===== src/hb_pkg.sv =====
package hb_pkg;

    // ~~~~~~~~~~~~~~~~~~~~~~~~~~~~~~~~~~~~~~~~~~~~~~~~
    // sample format and strobe bundle
    // ~~~~~~~~~~~~~~~~~~~~~~~~~~~~~~~~~~~~~~~~~~~~~~~~

    localparam int SMP_W = 18;                // 1s17 fixed point

    typedef logic signed [SMP_W-1:0] sample_t;

    // one sample with its single-cycle valid strobe, no back-pressure
    typedef struct packed {
        logic    valid;
        sample_t data;
    } smp_strobe_t;

    // ~~~~~~~~~~~~~~~~~~~~~~~~~~~~~~~~~~~~~~~~~~~~~~~~
    // rate and sequencing
    // ~~~~~~~~~~~~~~~~~~~~~~~~~~~~~~~~~~~~~~~~~~~~~~~~

    localparam int TICK_DIV = 4;              // sys_clk cycles per double-rate tick

    // delay line depth plus the five register stages behind it, so the
    // pipeline holds only post-clear data once this many ticks have passed
    localparam int FILL_TICKS = 20;

    // ~~~~~~~~~~~~~~~~~~~~~~~~~~~~~~~~~~~~~~~~~~~~~~~~
    // halfband filter shape
    // ~~~~~~~~~~~~~~~~~~~~~~~~~~~~~~~~~~~~~~~~~~~~~~~~

    localparam int TAP_COUNT = 15;            // odd length, symmetric
    localparam int SUM_L1    = 8;             // seven pre-added pairs plus the centre
    localparam int SUM_L2    = 4;
    localparam int SUM_L3    = 2;

    // 1s17 times 1s17 gives a 36 bit product, bits 33 down to 16 are kept
    localparam int PROD_SHIFT = 16;

    // unique taps in 1s17, index 0 pairs the outermost taps
    // odd taps are zero as usual for a halfband, index 7 is the centre
    localparam sample_t HB_COEF [SUM_L1] = '{
        -18'sd22,
        18'sd0,
        18'sd205,
        18'sd0,
        -18'sd995,
        18'sd0,
        18'sd4908,
        18'sd8192
    };

endpackage


===== src/halfband_sym.sv =====
module halfband_sym import hb_pkg::*; (
    input  logic    sys_clk,
    input  logic    reset,
    input  logic    clear,
    input  logic    tick2_en,
    input  sample_t x_in,
    output sample_t y
);

    sample_t                       x_dl   [TAP_COUNT];   // delay line, 1s17
    sample_t                       sum_l1 [SUM_L1];      // symmetric pairs, last is centre
    logic signed [2*SMP_W-1:0]     prod   [SUM_L1];      // full products, 2s34
    sample_t                       sum_l2 [SUM_L2];
    sample_t                       sum_l3 [SUM_L3];
    sample_t                       sum_l4;
    logic                          flush;

    assign flush = reset || clear;

    // ~~~~~~~~~~~~~~~~~~~~~~~~~~~~~~~~~~~~~~~~~~~~~~~~
    // input stage and delay line
    // ~~~~~~~~~~~~~~~~~~~~~~~~~~~~~~~~~~~~~~~~~~~~~~~~

    always_ff @(posedge sys_clk) begin
        if (flush) begin
            for (int i = 0; i < TAP_COUNT; i++) begin
                x_dl[i] <= '0;
            end
        end else if (tick2_en) begin
            x_dl[0] <= x_in >>> 1;            // halve so the pre-add has a bit of headroom
            for (int i = 1; i < TAP_COUNT; i++) begin
                x_dl[i] <= x_dl[i-1];
            end
        end
    end

    // ~~~~~~~~~~~~~~~~~~~~~~~~~~~~~~~~~~~~~~~~~~~~~~~~
    // pre-add of mirrored taps
    // ~~~~~~~~~~~~~~~~~~~~~~~~~~~~~~~~~~~~~~~~~~~~~~~~

    always_ff @(posedge sys_clk) begin
        if (flush) begin
            for (int i = 0; i < SUM_L1; i++) begin
                sum_l1[i] <= '0;
            end
        end else if (tick2_en) begin
            for (int i = 0; i < SUM_L1 - 1; i++) begin
                sum_l1[i] <= x_dl[i] + x_dl[TAP_COUNT-1-i];   // wraps at 18 bits
            end
            sum_l1[SUM_L1-1] <= x_dl[SUM_L1-1];               // centre tap has no partner
        end
    end

    // multipliers sit in front of the second adder level
    always_comb begin
        for (int i = 0; i < SUM_L1; i++) begin
            prod[i] = HB_COEF[i] * sum_l1[i];
        end
    end

    // ~~~~~~~~~~~~~~~~~~~~~~~~~~~~~~~~~~~~~~~~~~~~~~~~
    // adder tree
    // ~~~~~~~~~~~~~~~~~~~~~~~~~~~~~~~~~~~~~~~~~~~~~~~~

    always_ff @(posedge sys_clk) begin
        if (flush) begin
            for (int i = 0; i < SUM_L2; i++) begin
                sum_l2[i] <= '0;
            end
        end else if (tick2_en) begin
            // keep product bits 33 down to 16, back to 1s17 by truncation
            for (int i = 0; i < SUM_L2; i++) begin
                sum_l2[i] <= sample_t'(prod[2*i][PROD_SHIFT +: SMP_W])
                           + sample_t'(prod[2*i+1][PROD_SHIFT +: SMP_W]);
            end
        end
    end

    always_ff @(posedge sys_clk) begin
        if (flush) begin
            for (int i = 0; i < SUM_L3; i++) begin
                sum_l3[i] <= '0;
            end
        end else if (tick2_en) begin
            for (int i = 0; i < SUM_L3; i++) begin
                sum_l3[i] <= sum_l2[2*i] + sum_l2[2*i+1];
            end
        end
    end

    always_ff @(posedge sys_clk) begin
        if (flush) begin
            sum_l4 <= '0;
            y      <= '0;
        end else if (tick2_en) begin
            sum_l4 <= sum_l3[0] + sum_l3[1];
            y      <= sum_l4;                 // output register, holds between ticks
        end
    end

endmodule


===== src/hb_interp_top.sv =====
module hb_interp_top import hb_pkg::*; (
    input  logic        sys_clk,
    input  logic        reset,
    input  logic        run,
    input  smp_strobe_t in_smp,
    output smp_strobe_t out_smp
);

    logic    tick2_en;
    logic    tick1_en;
    logic    clear;
    logic    out_go;
    sample_t stuff_data;
    sample_t filt_y;

    rate_timer u_rate_timer (
        .sys_clk  (sys_clk),
        .reset    (reset),
        .tick2_en (tick2_en),
        .tick1_en (tick1_en)
    );

    interp_ctrl u_interp_ctrl (
        .sys_clk  (sys_clk),
        .reset    (reset),
        .run      (run),
        .tick2_en (tick2_en),
        .tick1_en (tick1_en),
        .clear    (clear),
        .out_go   (out_go)
    );

    zero_stuffer u_zero_stuffer (
        .sys_clk    (sys_clk),
        .reset      (reset),
        .clear      (clear),
        .in_smp     (in_smp),
        .tick2_en   (tick2_en),
        .tick1_en   (tick1_en),
        .stuff_data (stuff_data)
    );

    halfband_sym u_halfband_sym (
        .sys_clk  (sys_clk),
        .reset    (reset),
        .clear    (clear),
        .tick2_en (tick2_en),
        .x_in     (stuff_data),
        .y        (filt_y)
    );

    // y settles on the tick edge, out_go marks the cycle right after it
    assign out_smp.valid = out_go;
    assign out_smp.data  = filt_y;

endmodule


===== src/interp_ctrl.sv =====
module interp_ctrl import hb_pkg::*; (
    input  logic sys_clk,
    input  logic reset,
    input  logic run,
    input  logic tick2_en,
    input  logic tick1_en,
    output logic clear,
    output logic out_go
);

    typedef enum logic [1:0] {
        IDLE,
        FILL,
        RUN
    } ctrl_state_t;

    ctrl_state_t                   state;
    ctrl_state_t                   state_nxt;
    logic [$clog2(FILL_TICKS)-1:0] fill_cnt;  // double-rate ticks seen since FILL began
    logic                          fill_done;

    assign fill_done = tick2_en && (fill_cnt == $bits(fill_cnt)'(FILL_TICKS - 1));

    // ~~~~~~~~~~~~~~~~~~~~~~~~~~~~~~~~~~~~~~~~~~~~~~~~
    // next state
    // ~~~~~~~~~~~~~~~~~~~~~~~~~~~~~~~~~~~~~~~~~~~~~~~~

    always_comb begin
        state_nxt = state;
        case (state)
            IDLE: if (run && tick1_en) state_nxt = FILL;   // start on a sample boundary
            FILL: if (fill_done) state_nxt = RUN;
            RUN:  state_nxt = RUN;
            default: state_nxt = IDLE;
        endcase
        if (!run) begin
            state_nxt = IDLE;                 // dropping run aborts from anywhere
        end
    end

    always_ff @(posedge sys_clk) begin
        if (reset) begin
            state <= IDLE;
        end else begin
            state <= state_nxt;
        end
    end

    always_ff @(posedge sys_clk) begin
        if (reset) begin
            fill_cnt <= '0;
        end else if (state != FILL) begin
            fill_cnt <= '0;
        end else if (tick2_en) begin
            fill_cnt <= fill_cnt + 1'b1;
        end
    end

    // ~~~~~~~~~~~~~~~~~~~~~~~~~~~~~~~~~~~~~~~~~~~~~~~~
    // outputs
    // ~~~~~~~~~~~~~~~~~~~~~~~~~~~~~~~~~~~~~~~~~~~~~~~~

    // clear lands in the first FILL cycle and wipes the stuffer and the filter
    // out_go follows each tick by one cycle, which is when the new y is visible
    always_ff @(posedge sys_clk) begin
        if (reset) begin
            clear  <= 1'b0;
            out_go <= 1'b0;
        end else begin
            clear  <= (state == IDLE) && (state_nxt == FILL);
            out_go <= tick2_en && (state_nxt == RUN);
        end
    end

endmodule


===== src/rate_timer.sv =====
module rate_timer import hb_pkg::*; (
    input  logic sys_clk,
    input  logic reset,
    output logic tick2_en,
    output logic tick1_en
);

    logic [$clog2(TICK_DIV)-1:0] cyc_cnt;     // position inside one double-rate period
    logic                        phase;       // high on the tick that also starts a sample period
    logic                        wrap;

    assign wrap = (cyc_cnt == $bits(cyc_cnt)'(TICK_DIV - 1));

    always_ff @(posedge sys_clk) begin
        if (reset) begin
            cyc_cnt <= '0;
            phase   <= 1'b0;
        end else begin
            if (wrap) begin
                cyc_cnt <= '0;
                phase   <= ~phase;            // flips once per tick
            end else begin
                cyc_cnt <= cyc_cnt + 1'b1;
            end
        end
    end

    // both enables come out of one counter so the two rates can never drift apart
    always_ff @(posedge sys_clk) begin
        if (reset) begin
            tick2_en <= 1'b0;
            tick1_en <= 1'b0;
        end else begin
            tick2_en <= wrap;
            tick1_en <= wrap & phase;         // every second double-rate tick
        end
    end

endmodule


===== src/zero_stuffer.sv =====
module zero_stuffer import hb_pkg::*; (
    input  logic        sys_clk,
    input  logic        reset,
    input  logic        clear,
    input  smp_strobe_t in_smp,
    input  logic        tick2_en,
    input  logic        tick1_en,
    output sample_t     stuff_data
);

    sample_t held;                            // last sample strobed in by the source

    always_ff @(posedge sys_clk) begin
        if (reset || clear) begin
            held <= '0;
        end else if (in_smp.valid) begin
            held <= in_smp.data;              // a second strobe in one period simply overwrites
        end
    end

    // ~~~~~~~~~~~~~~~~~~~~~~~~~~~~~~~~~~~~~~~~~~~~~~~~
    // 2x upsampling
    // ~~~~~~~~~~~~~~~~~~~~~~~~~~~~~~~~~~~~~~~~~~~~~~~~

    // on a sample-phase tick the held value goes out, on the other tick a zero
    // the filter input stage picks this up on the following tick
    always_ff @(posedge sys_clk) begin
        if (reset || clear) begin
            stuff_data <= '0;
        end else if (tick2_en) begin
            if (tick1_en) begin
                stuff_data <= held;
            end else begin
                stuff_data <= '0;
            end
        end
    end

endmodule

===== config.mk =====
export PLATFORM = sky130hd
export DESIGN_NAME = hb_interp_top
export DESIGN_NICKNAME = d
export VERILOG_FILES = /design/src/hb_pkg.sv /design/src/halfband_sym.sv /design/src/hb_interp_top.sv /design/src/interp_ctrl.sv /design/src/rate_timer.sv /design/src/zero_stuffer.sv
export SDC_FILE = /design/constraint.sdc
export NUM_CORES = 1
export LEC_CHECK = 0
export BUFFER_PORTS_ARGS = -buffer_cell sky130_fd_sc_hd__buf_2
export CORE_UTILIZATION = 35
export CTS_CLUSTER_DIAMETER = 200
export CTS_CLUSTER_SIZE = 25
export DETAILED_ROUTE_END_ITERATION = 8
export GPL_TIMING_DRIVEN = 0
export PLACE_DENSITY_LB_ADDON = 0.1
export SLEW_MARGIN = 0
export SYNTH_ARGS = -nofsm -noshare
export SYNTH_HDL_FRONTEND = slang
export SYNTH_SLANG_ARGS = --single-unit

===== constraint.sdc =====
create_clock -name sys_clk -period 14.5 [get_ports sys_clk]
set_input_delay 2.9 -clock sys_clk [delete_from_list [all_inputs] [get_ports sys_clk]]
set_output_delay 2.9 -clock sys_clk [all_outputs]
set_load 0.02 [all_outputs]

==> results.md, run 1 <==
* Number of max-cap violations at 0
* Critical Path Start: u_halfband_sym.sum_l1[6][4]
* Sequential area share after synthesis at 0.421
* Depth of the CTS H-tree at 1
* Worst Setup Start Kind: flop
* Initial drt markers at 1172
* Fmax at 0.147 GHz
* Reg2reg path depth at 27
* Vias in the first global route at 22401
* Synth Area in Compound Gates at 0.0770
* Setup TNS at 0 ns
* Most used cell along the critical path: inv_1
* Core box area at 97000 um^2
* R2r startpoint: u_halfband_sym.sum_l1[6][4]
* Clock-pin transition on the worst setup and hold timing paths at 0.10 ns
* Crit-path max cell delay at 0.53 ns
* DP HPWL at 64400 um
* Failing checks: design-rule violations
* Global-route wire length before repair at 126000 um
* Hold path cells at 1
* Critical path capture point type: flop
* Die ar. at 99500 um^2
* Resized cells post-CTS at 0
* Max Slew Vio Count at 0
* Mux share of post-synthesis cell area at 0.0171
* Post-Layout Cell Count at 4439
* Critical path data required time at 14.96 ns
* Pwr dens at 140 nW/um^2
* Post-Synth XOR/XNOR Area at 0.0321
* Cell Area, Synth at 34400 um^2
* Setup Buffers After CTS at 0
* GRT Overall Usage at 0.162
* Status: finished, violations left
* Post-synthesis adder-cell area fraction at 0.268
* Per-cell routed wire length at 18.0 um
* Slew @ Worst Pin at 1.31 ns
* Synth warnings at 0
* Crit path arrival time at 7.28 ns
* Placed insts at 4395
* Hold Crit Class: flop to flop
* DR DRC count at 4
* Avg Synthesized Cell Area at 11.2 um^2
* Vias per std cell at 4.86
* Largest family of logic cells by synthesized area: adder cells
* Final wirelength at 79900 um
* CP max FO at 4
* Std cell rows at 114
* ANT cells at 0
* Ports at 41
* Post-route minimum period at 6.82 ns
* Synth Instances at 3078
* CTS Sinks at 510
* Starting Density at 0.355
* Total CTS buffers at 24
* Worst vdd rail ir drop at 112 uV
* Unrepaired setup endpoints after global routing: false
* Post-synth EDFFs at 426
* Power consumption at 5.19 mW
* Via Count at 21579
* Cell variety after synth at 76
* Pin count of the biggest net entering global routing at 141
* Final count of hold timing violations at 0
* Area growth syn-to-layout at 7.54%
* Setup Skew at 0.0353 ns
* Dominant synthesized flop cell: edfxtp_1
* Initial antenna violation count at 2
* Root buffer cell: clkbuf_16
* Critical Setup Path Class: flop to flop
* Rel. slew slack at 0.128
* Period Utilization, post-route at 0.470
* Post-synthesis simple-gate area fraction at 0.129
* Synth Register Bits at 510
* Placed Area at 36300 um^2
* Final non-filler cell area at 37000 um^2
* Clk_lat worst skew at 0.63 ns
* CTS tree: built
* Leak at 16.9 nW
* Synthesized net count at 3728
* CP max stage cell: edfxtp_1
* DP Worst Slack at 7.37 ns
* Hold path start: u_rate_timer.cyc_cnt[0]
* Overflow after GRT at 0
* Hold_buf cts at 0
* Clk buf depth at 3
* Routed Antenna Nets at 0
* Final worst slack at 7.68 ns
* I/O Buffers at 38
* Layout cells sized above 1 at 0.0307
* Fin nets at 3795
* Gpl congestion at 0.819
* Asr flop ratio synth at 0
* Final setup violation count at 0
* Die height at 315 um
* Die Wd at 315 um
* Drt pass-1 iters at 7
final cells by class:
class / count / area (um^2)
timing repair buffer: 41 / 273
clock buffer: 42 / 668
inverter: 430 / 1620
sequential: 510 / 14500
buffer: 87 / 332
multi-input combinational: 2051 / 18000
clock inverter: 2 / 46.3
tap: 1276 / 1600
fill: 9552 / 60000
per-stage QoR:
stage	hold slack, ns	utilization
2_1_floorplan	0.400	-
3_3_place_gp	0.412	0.373
3_5_place_dp	0.427	0.374
4_1_cts	0.442	0.381
5_1_grt	0.470	0.381
6_report	0.440	0.381
per-layer routing:
| layer | vias to the layer above | wire, um | track usage |
|---|---|---|---|
| met5 | - | 0 | 0 |
| li1 | 10790 | - | - |
| met3 | 65 | 1560 | 0.0121 |
| met1 | 10532 | 39100 | 0.227 |
| met4 | 0 | 1380 | 0.0283 |
| met2 | 192 | 37900 | 0.275 |
kinds of logic (layout without fill, tap and decap cells):
kind of cell / after synthesis / in the layout
AOI/OAI and AO/OA: 396 / 396
xor gates and xnor gates: 126 / 126
adders and majority gates: 628 / 628
buffers and inverters: 517 / 602
DFF: 510 / 510
muxes: 58 / 58
and+or+nand+nor: 843 / 843
layout by cell type (no fill, tap or decap), types with 13 or more instances in the layout:
cell	count
xnor2_1	68
edfxtp_1	426
and3_1	197
nor3b_1	13
clkbuf_1	97
xor2_1	58
buf_2	39
o21ai_1	31
and2_1	107
a21oi_1	113
mux2i_1	52
o21ai_0	39
a21o_1	53
nor2b_1	28
clkbuf_16	24
inv_1	429
nand2b_1	27
nor2_1	219
dfxtp_1	84
o21a_1	29
fa_1	180
nand2_1	93
ha_1	448
nor3_1	70
nand3_1	31
a211oi_1	15
a22o_1	19
Yosys cell counts, types with 15 or more instances:
| cell type | n | area share |
|---|---|---|
| a211oi_1 | 15 | 0.0033 |
| a21o_1 | 53 | 0.012 |
| a21oi_1 | 113 | 0.016 |
| a22o_1 | 19 | 0.0048 |
| and2_1 | 107 | 0.019 |
| and3_1 | 197 | 0.036 |
| clkbuf_1 | 79 | 0.0086 |
| dfxtp_1 | 84 | 0.049 |
| edfxtp_1 | 426 | 0.37 |
| fa_1 | 180 | 0.10 |
| ha_1 | 448 | 0.16 |
| inv_1 | 430 | 0.047 |
| mux2i_1 | 52 | 0.015 |
| nand2_1 | 93 | 0.010 |
| nand2b_1 | 27 | 0.0049 |
| nand3_1 | 31 | 0.0045 |
| nor2_1 | 220 | 0.024 |
| nor2b_1 | 28 | 0.0051 |
| nor3_1 | 70 | 0.010 |
| o21a_1 | 29 | 0.0063 |
| o21ai_0 | 39 | 0.0057 |
| o21ai_1 | 31 | 0.0045 |
| xnor2_1 | 68 | 0.017 |
| xor2_1 | 58 | 0.015 |
final timing paths:
check,to,slack [ns]
max,u_halfband_sym.sum_l2[3][14],7.68
min,u_rate_timer.cyc_cnt[0],0.44
max reg2reg,u_halfband_sym.sum_l2[3][14],7.68
min reg2reg,u_rate_timer.cyc_cnt[0],0.44
critical path, delay by kind of cell, from the launching register on:
kind                     cells  cell delay, ns
buffers and inverters        5            0.25
adder cells (fa/ha/maj)      8            3.11
AO/OA/AOI/OAI               10            1.93
XOR/XNOR                     1            0.33
flip-flops                   1            0.53
AND/OR/NAND/NOR              3            0.51
registers in the layout, summed over array words and instances, names as in the netlist, 5 cells and up:
signal and count:
u_zero_stuffer.held 17, u_halfband_sym.x_dl 255, u_halfband_sym.sum_l1 86, u_halfband_sym.y 18, u_interp_ctrl.fill_cnt 5, u_zero_stuffer.stuff_data 17, u_halfband_sym.sum_l2 49, u_halfband_sym.sum_l4 18
u_halfband_sym.sum_l3 36
where the power goes:
group | internal, mW | total [mW] | switching [mW] | leakage (nW)
logic | 1.10 | 2.64 | 1.54 | 11.4
clock network | 0.323 | 0.819 | 0.496 | 0.336
registers | 1.67 | 1.73 | 0.0611 | 5.08
Power figures use the tool's default switching activity.
==> run 2: changes to the inputs <==
clock period = 6.9 ns   (was 14.5 ns; I/O delays follow)
==> results.md, run 2 (synthesized netlist as in run 1, its figures left out) <==
* Hold slack at 0.435 ns (-0.00528 ns)
* Worst vdd rail ir drop at 263 uV (+140%)
* Setup Skew at 0.0274 ns (-0.00787 ns)
* Placed insts at 4405 (+0.23%)
* Max Slew Vio Count at 0 (unchanged)
* I/O Buffers at 38 (unchanged)
* Fin nets at 3813 (+0.47%)
* GRT Overall Usage at 0.161 (-0.000608)
* Unrepaired setup endpoints after global routing: true
* Vias in the first global route at 22286 (-0.51%)
* Post-Layout Cell Count at 4458 (+0.43%)
* Per-cell routed wire length at 18.0 um (-0.13%)
* Pwr dens at 296 nW/um^2 (+110%)
* Largest Register: u_halfband_sym.x_dl
* DR DRC count at 4 (unchanged)
* Std cell rows at 114 (unchanged)
* Power share of the combinational group at 0.516 (+0.008)
* Global-route wire length before repair at 125000 um (-0.93%)
* Root buffer cell: clkbuf_16
* Drt pass-1 iters at 9 (+2)
* Most frequent cells in the layout: ha_1, inv_1, edfxtp_1
* Hold Crit Class: flop to flop
* Area growth syn-to-layout at 8.50%
* Die height at 315 um (unchanged)
* Flop pwr share at 0.329 (-0.005)
* Slew @ Worst Pin at 1.34 ns (+0.0297 ns)
* Initial drt markers at 1188 (+1.4%)
* Overflow after GRT at 0 (unchanged)
* Clk_lat worst skew at 0.61 ns (-0.02 ns)
* Core box area at 97000 um^2 (unchanged)
* Net Sw Frac at 0.402 (-0.00244)
* Status: finished, violations left
* DP HPWL at 65500 um (+1.6%)
* Depth of the CTS H-tree at 1 (unchanged)
* P_sw at 4.44 mW (+110%)
* Die ar. at 99500 um^2 (unchanged)
* Rel. slew slack at 0.108 (-0.0198)
* Vias per std cell at 4.87 (+0.16%)
* Routed Antenna Nets at 0 (unchanged)
* Top flop regs: u_halfband_sym.x_dl: 255 flops, u_halfband_sym.sum_l1: 86 flops, u_halfband_sym.sum_l2: 49 flops
* Ports at 41 (unchanged)
* Fmax at 0.154 GHz (+5.3%)
* Pin count of the biggest net entering global routing at 47 (-67%)
* Total CTS buffers at 24 (unchanged)
* CTS tree: built
* Initial antenna violation count at 3 (+1)
* Critical path capture point type: flop
* Filler Cell Count at 9435 (-1.2%)
* Post-route minimum period at 6.47 ns (-0.346 ns)
* Final setup violation count at 0 (unchanged)
* Crit-path max cell delay at 0.53 ns (about the same)
* Starting Density at 0.355 (unchanged)
* CTS Sinks at 510 (unchanged)
* Period Utilization, post-route at 0.938 (+0.468)
* Final count of hold timing violations at 0 (unchanged)
* Failing checks: design-rule violations
* Clock-pin transition on the worst setup and hold timing paths at 0.10 ns (about the same)
* Crit path arrival time at 6.92 ns (-0.36 ns)
* Number of max-cap violations at 0 (unchanged)
* Die Wd at 315 um (unchanged)
* Gpl congestion at 0.815 (-0.49%)
* Critical path data required time at 7.35 ns (-7.61 ns)
* Placed Area at 36500 um^2 (+0.54%)
* Most common cell after layout, fill and taps aside: ha_1
* Via Count at 21707 (+0.59%)
* Layout cells sized above 1 at 0.0393 (+0.00863)
* Max FFs per register at 255 (unchanged)
* Worst Setup Start Kind: flop
* Clk pwr share at 0.155 (-0.003)
* Final Core Density at 0.385 (+0.00338)
* Internal power at 6.61 mW (+110%)
* Final wirelength at 80200 um (+0.30%)
* CP max stage cell: fa_1
* CP max FO at 4 (unchanged)
* Leak at 17.0 nW (+0.92%)
* Clk buf depth at 3 (unchanged)
* Most used cell along the critical path: inv_1
* Critical Setup Path Class: flop to flop
* Final non-filler cell area at 37300 um^2 (+0.89%)
==> run 2: cell types whose count changed in the layout (fill, tap and decap cells not counted), moves of 2 or more <==
cell,previous run,this run
clkbuf_1,97,94
a21oi_2,0,3
a21oi_1,113,110
clkbuf_8,0,2
buf_16,3,0
buf_12,0,12
buf_4,1,9
==> run 2: layer usage <==
metal  part of all wire  global-route usage  wire length (um)
met1               0.48               0.223             38700
met2               0.47               0.274             37800
met3              0.026              0.0150              2090
met4              0.020              0.0318              1610
met5                  0                   0                 0
==> run 2: worst max-delay path, delay by kind of cell, from the launching register on <==
kind	cells	cell delay, ns
flops	1	0.46
compound gates	11	1.94
xor+xnor	1	0.19
simple gates	3	0.52
fa+ha+maj	7	2.88
buf+inv	5	0.31
==> run 2: power by group through the flow <==
stage	logic (mW)	registers [mW]	clock network, mW
floorplan	4.21	3.68	0
global placement	5.54	3.77	0
detailed placement	5.64	3.71	0
CTS	5.72	3.64	1.79
global route	6.56	3.66	1.87
finish	5.70	3.64	1.72
==> run 2: final cells by class <==
type	count	area, um^2	area share
well taps	1276	1600	0.0428
flip-flops and latches	510	14500	0.388
repair buffers	59	505	0.0135
inverters	430	1620	0.0434
clock inverters	3	76.3	0.00205
plain buffers	87	350	0.00939
diodes	1	2.50	0.0000671
multi-input cells	2051	18000	0.483
clock buffers	41	664	0.0178
==> run 2: stage by stage <==
| step | TNS (ns) | total power, mW | setup slack, ns |
|---|---|---|---|
| after floorplan | -852.49 | 7.89 | -2.00 |
| after global placement | -2351.24 | 9.31 | -5.58 |
| after detailed placement | -0.0528 | 9.35 | -0.0528 |
| after CTS | 0 | 11.2 | 0.0139 |
| after global routing | -0.0476 | 12.1 | -0.0476 |
| final | 0 | 11.1 | 0.426 |
==> run 2: repair_timing <==
| item | 4_1_cts | 5_1_grt |
|---|---|---|
| setup buffers | 0 | 8 |
| pin swaps | 0 | 0 |
| setup endpoints to repair | 1 | 9 |
| gates cloned | 0 | 0 |
| gates resized for setup | 2 | 7 |
| hold buffers | 0 | 0 |
==> run 2: worst paths after layout <==
path / from / to / slack, ns / depth (start not counted)
worst min-delay path: u_rate_timer.cyc_cnt[0] / u_rate_timer.cyc_cnt[0] / 0.44 / 1
worst max-delay path: u_halfband_sym.sum_l1[6][5] / u_halfband_sym.sum_l2[3][14] / 0.43 / 27
worst min register to register: u_rate_timer.cyc_cnt[0] / u_rate_timer.cyc_cnt[0] / 0.44 / 1
worst max register to register: u_halfband_sym.sum_l1[6][5] / u_halfband_sym.sum_l2[3][14] / 0.43 / 27
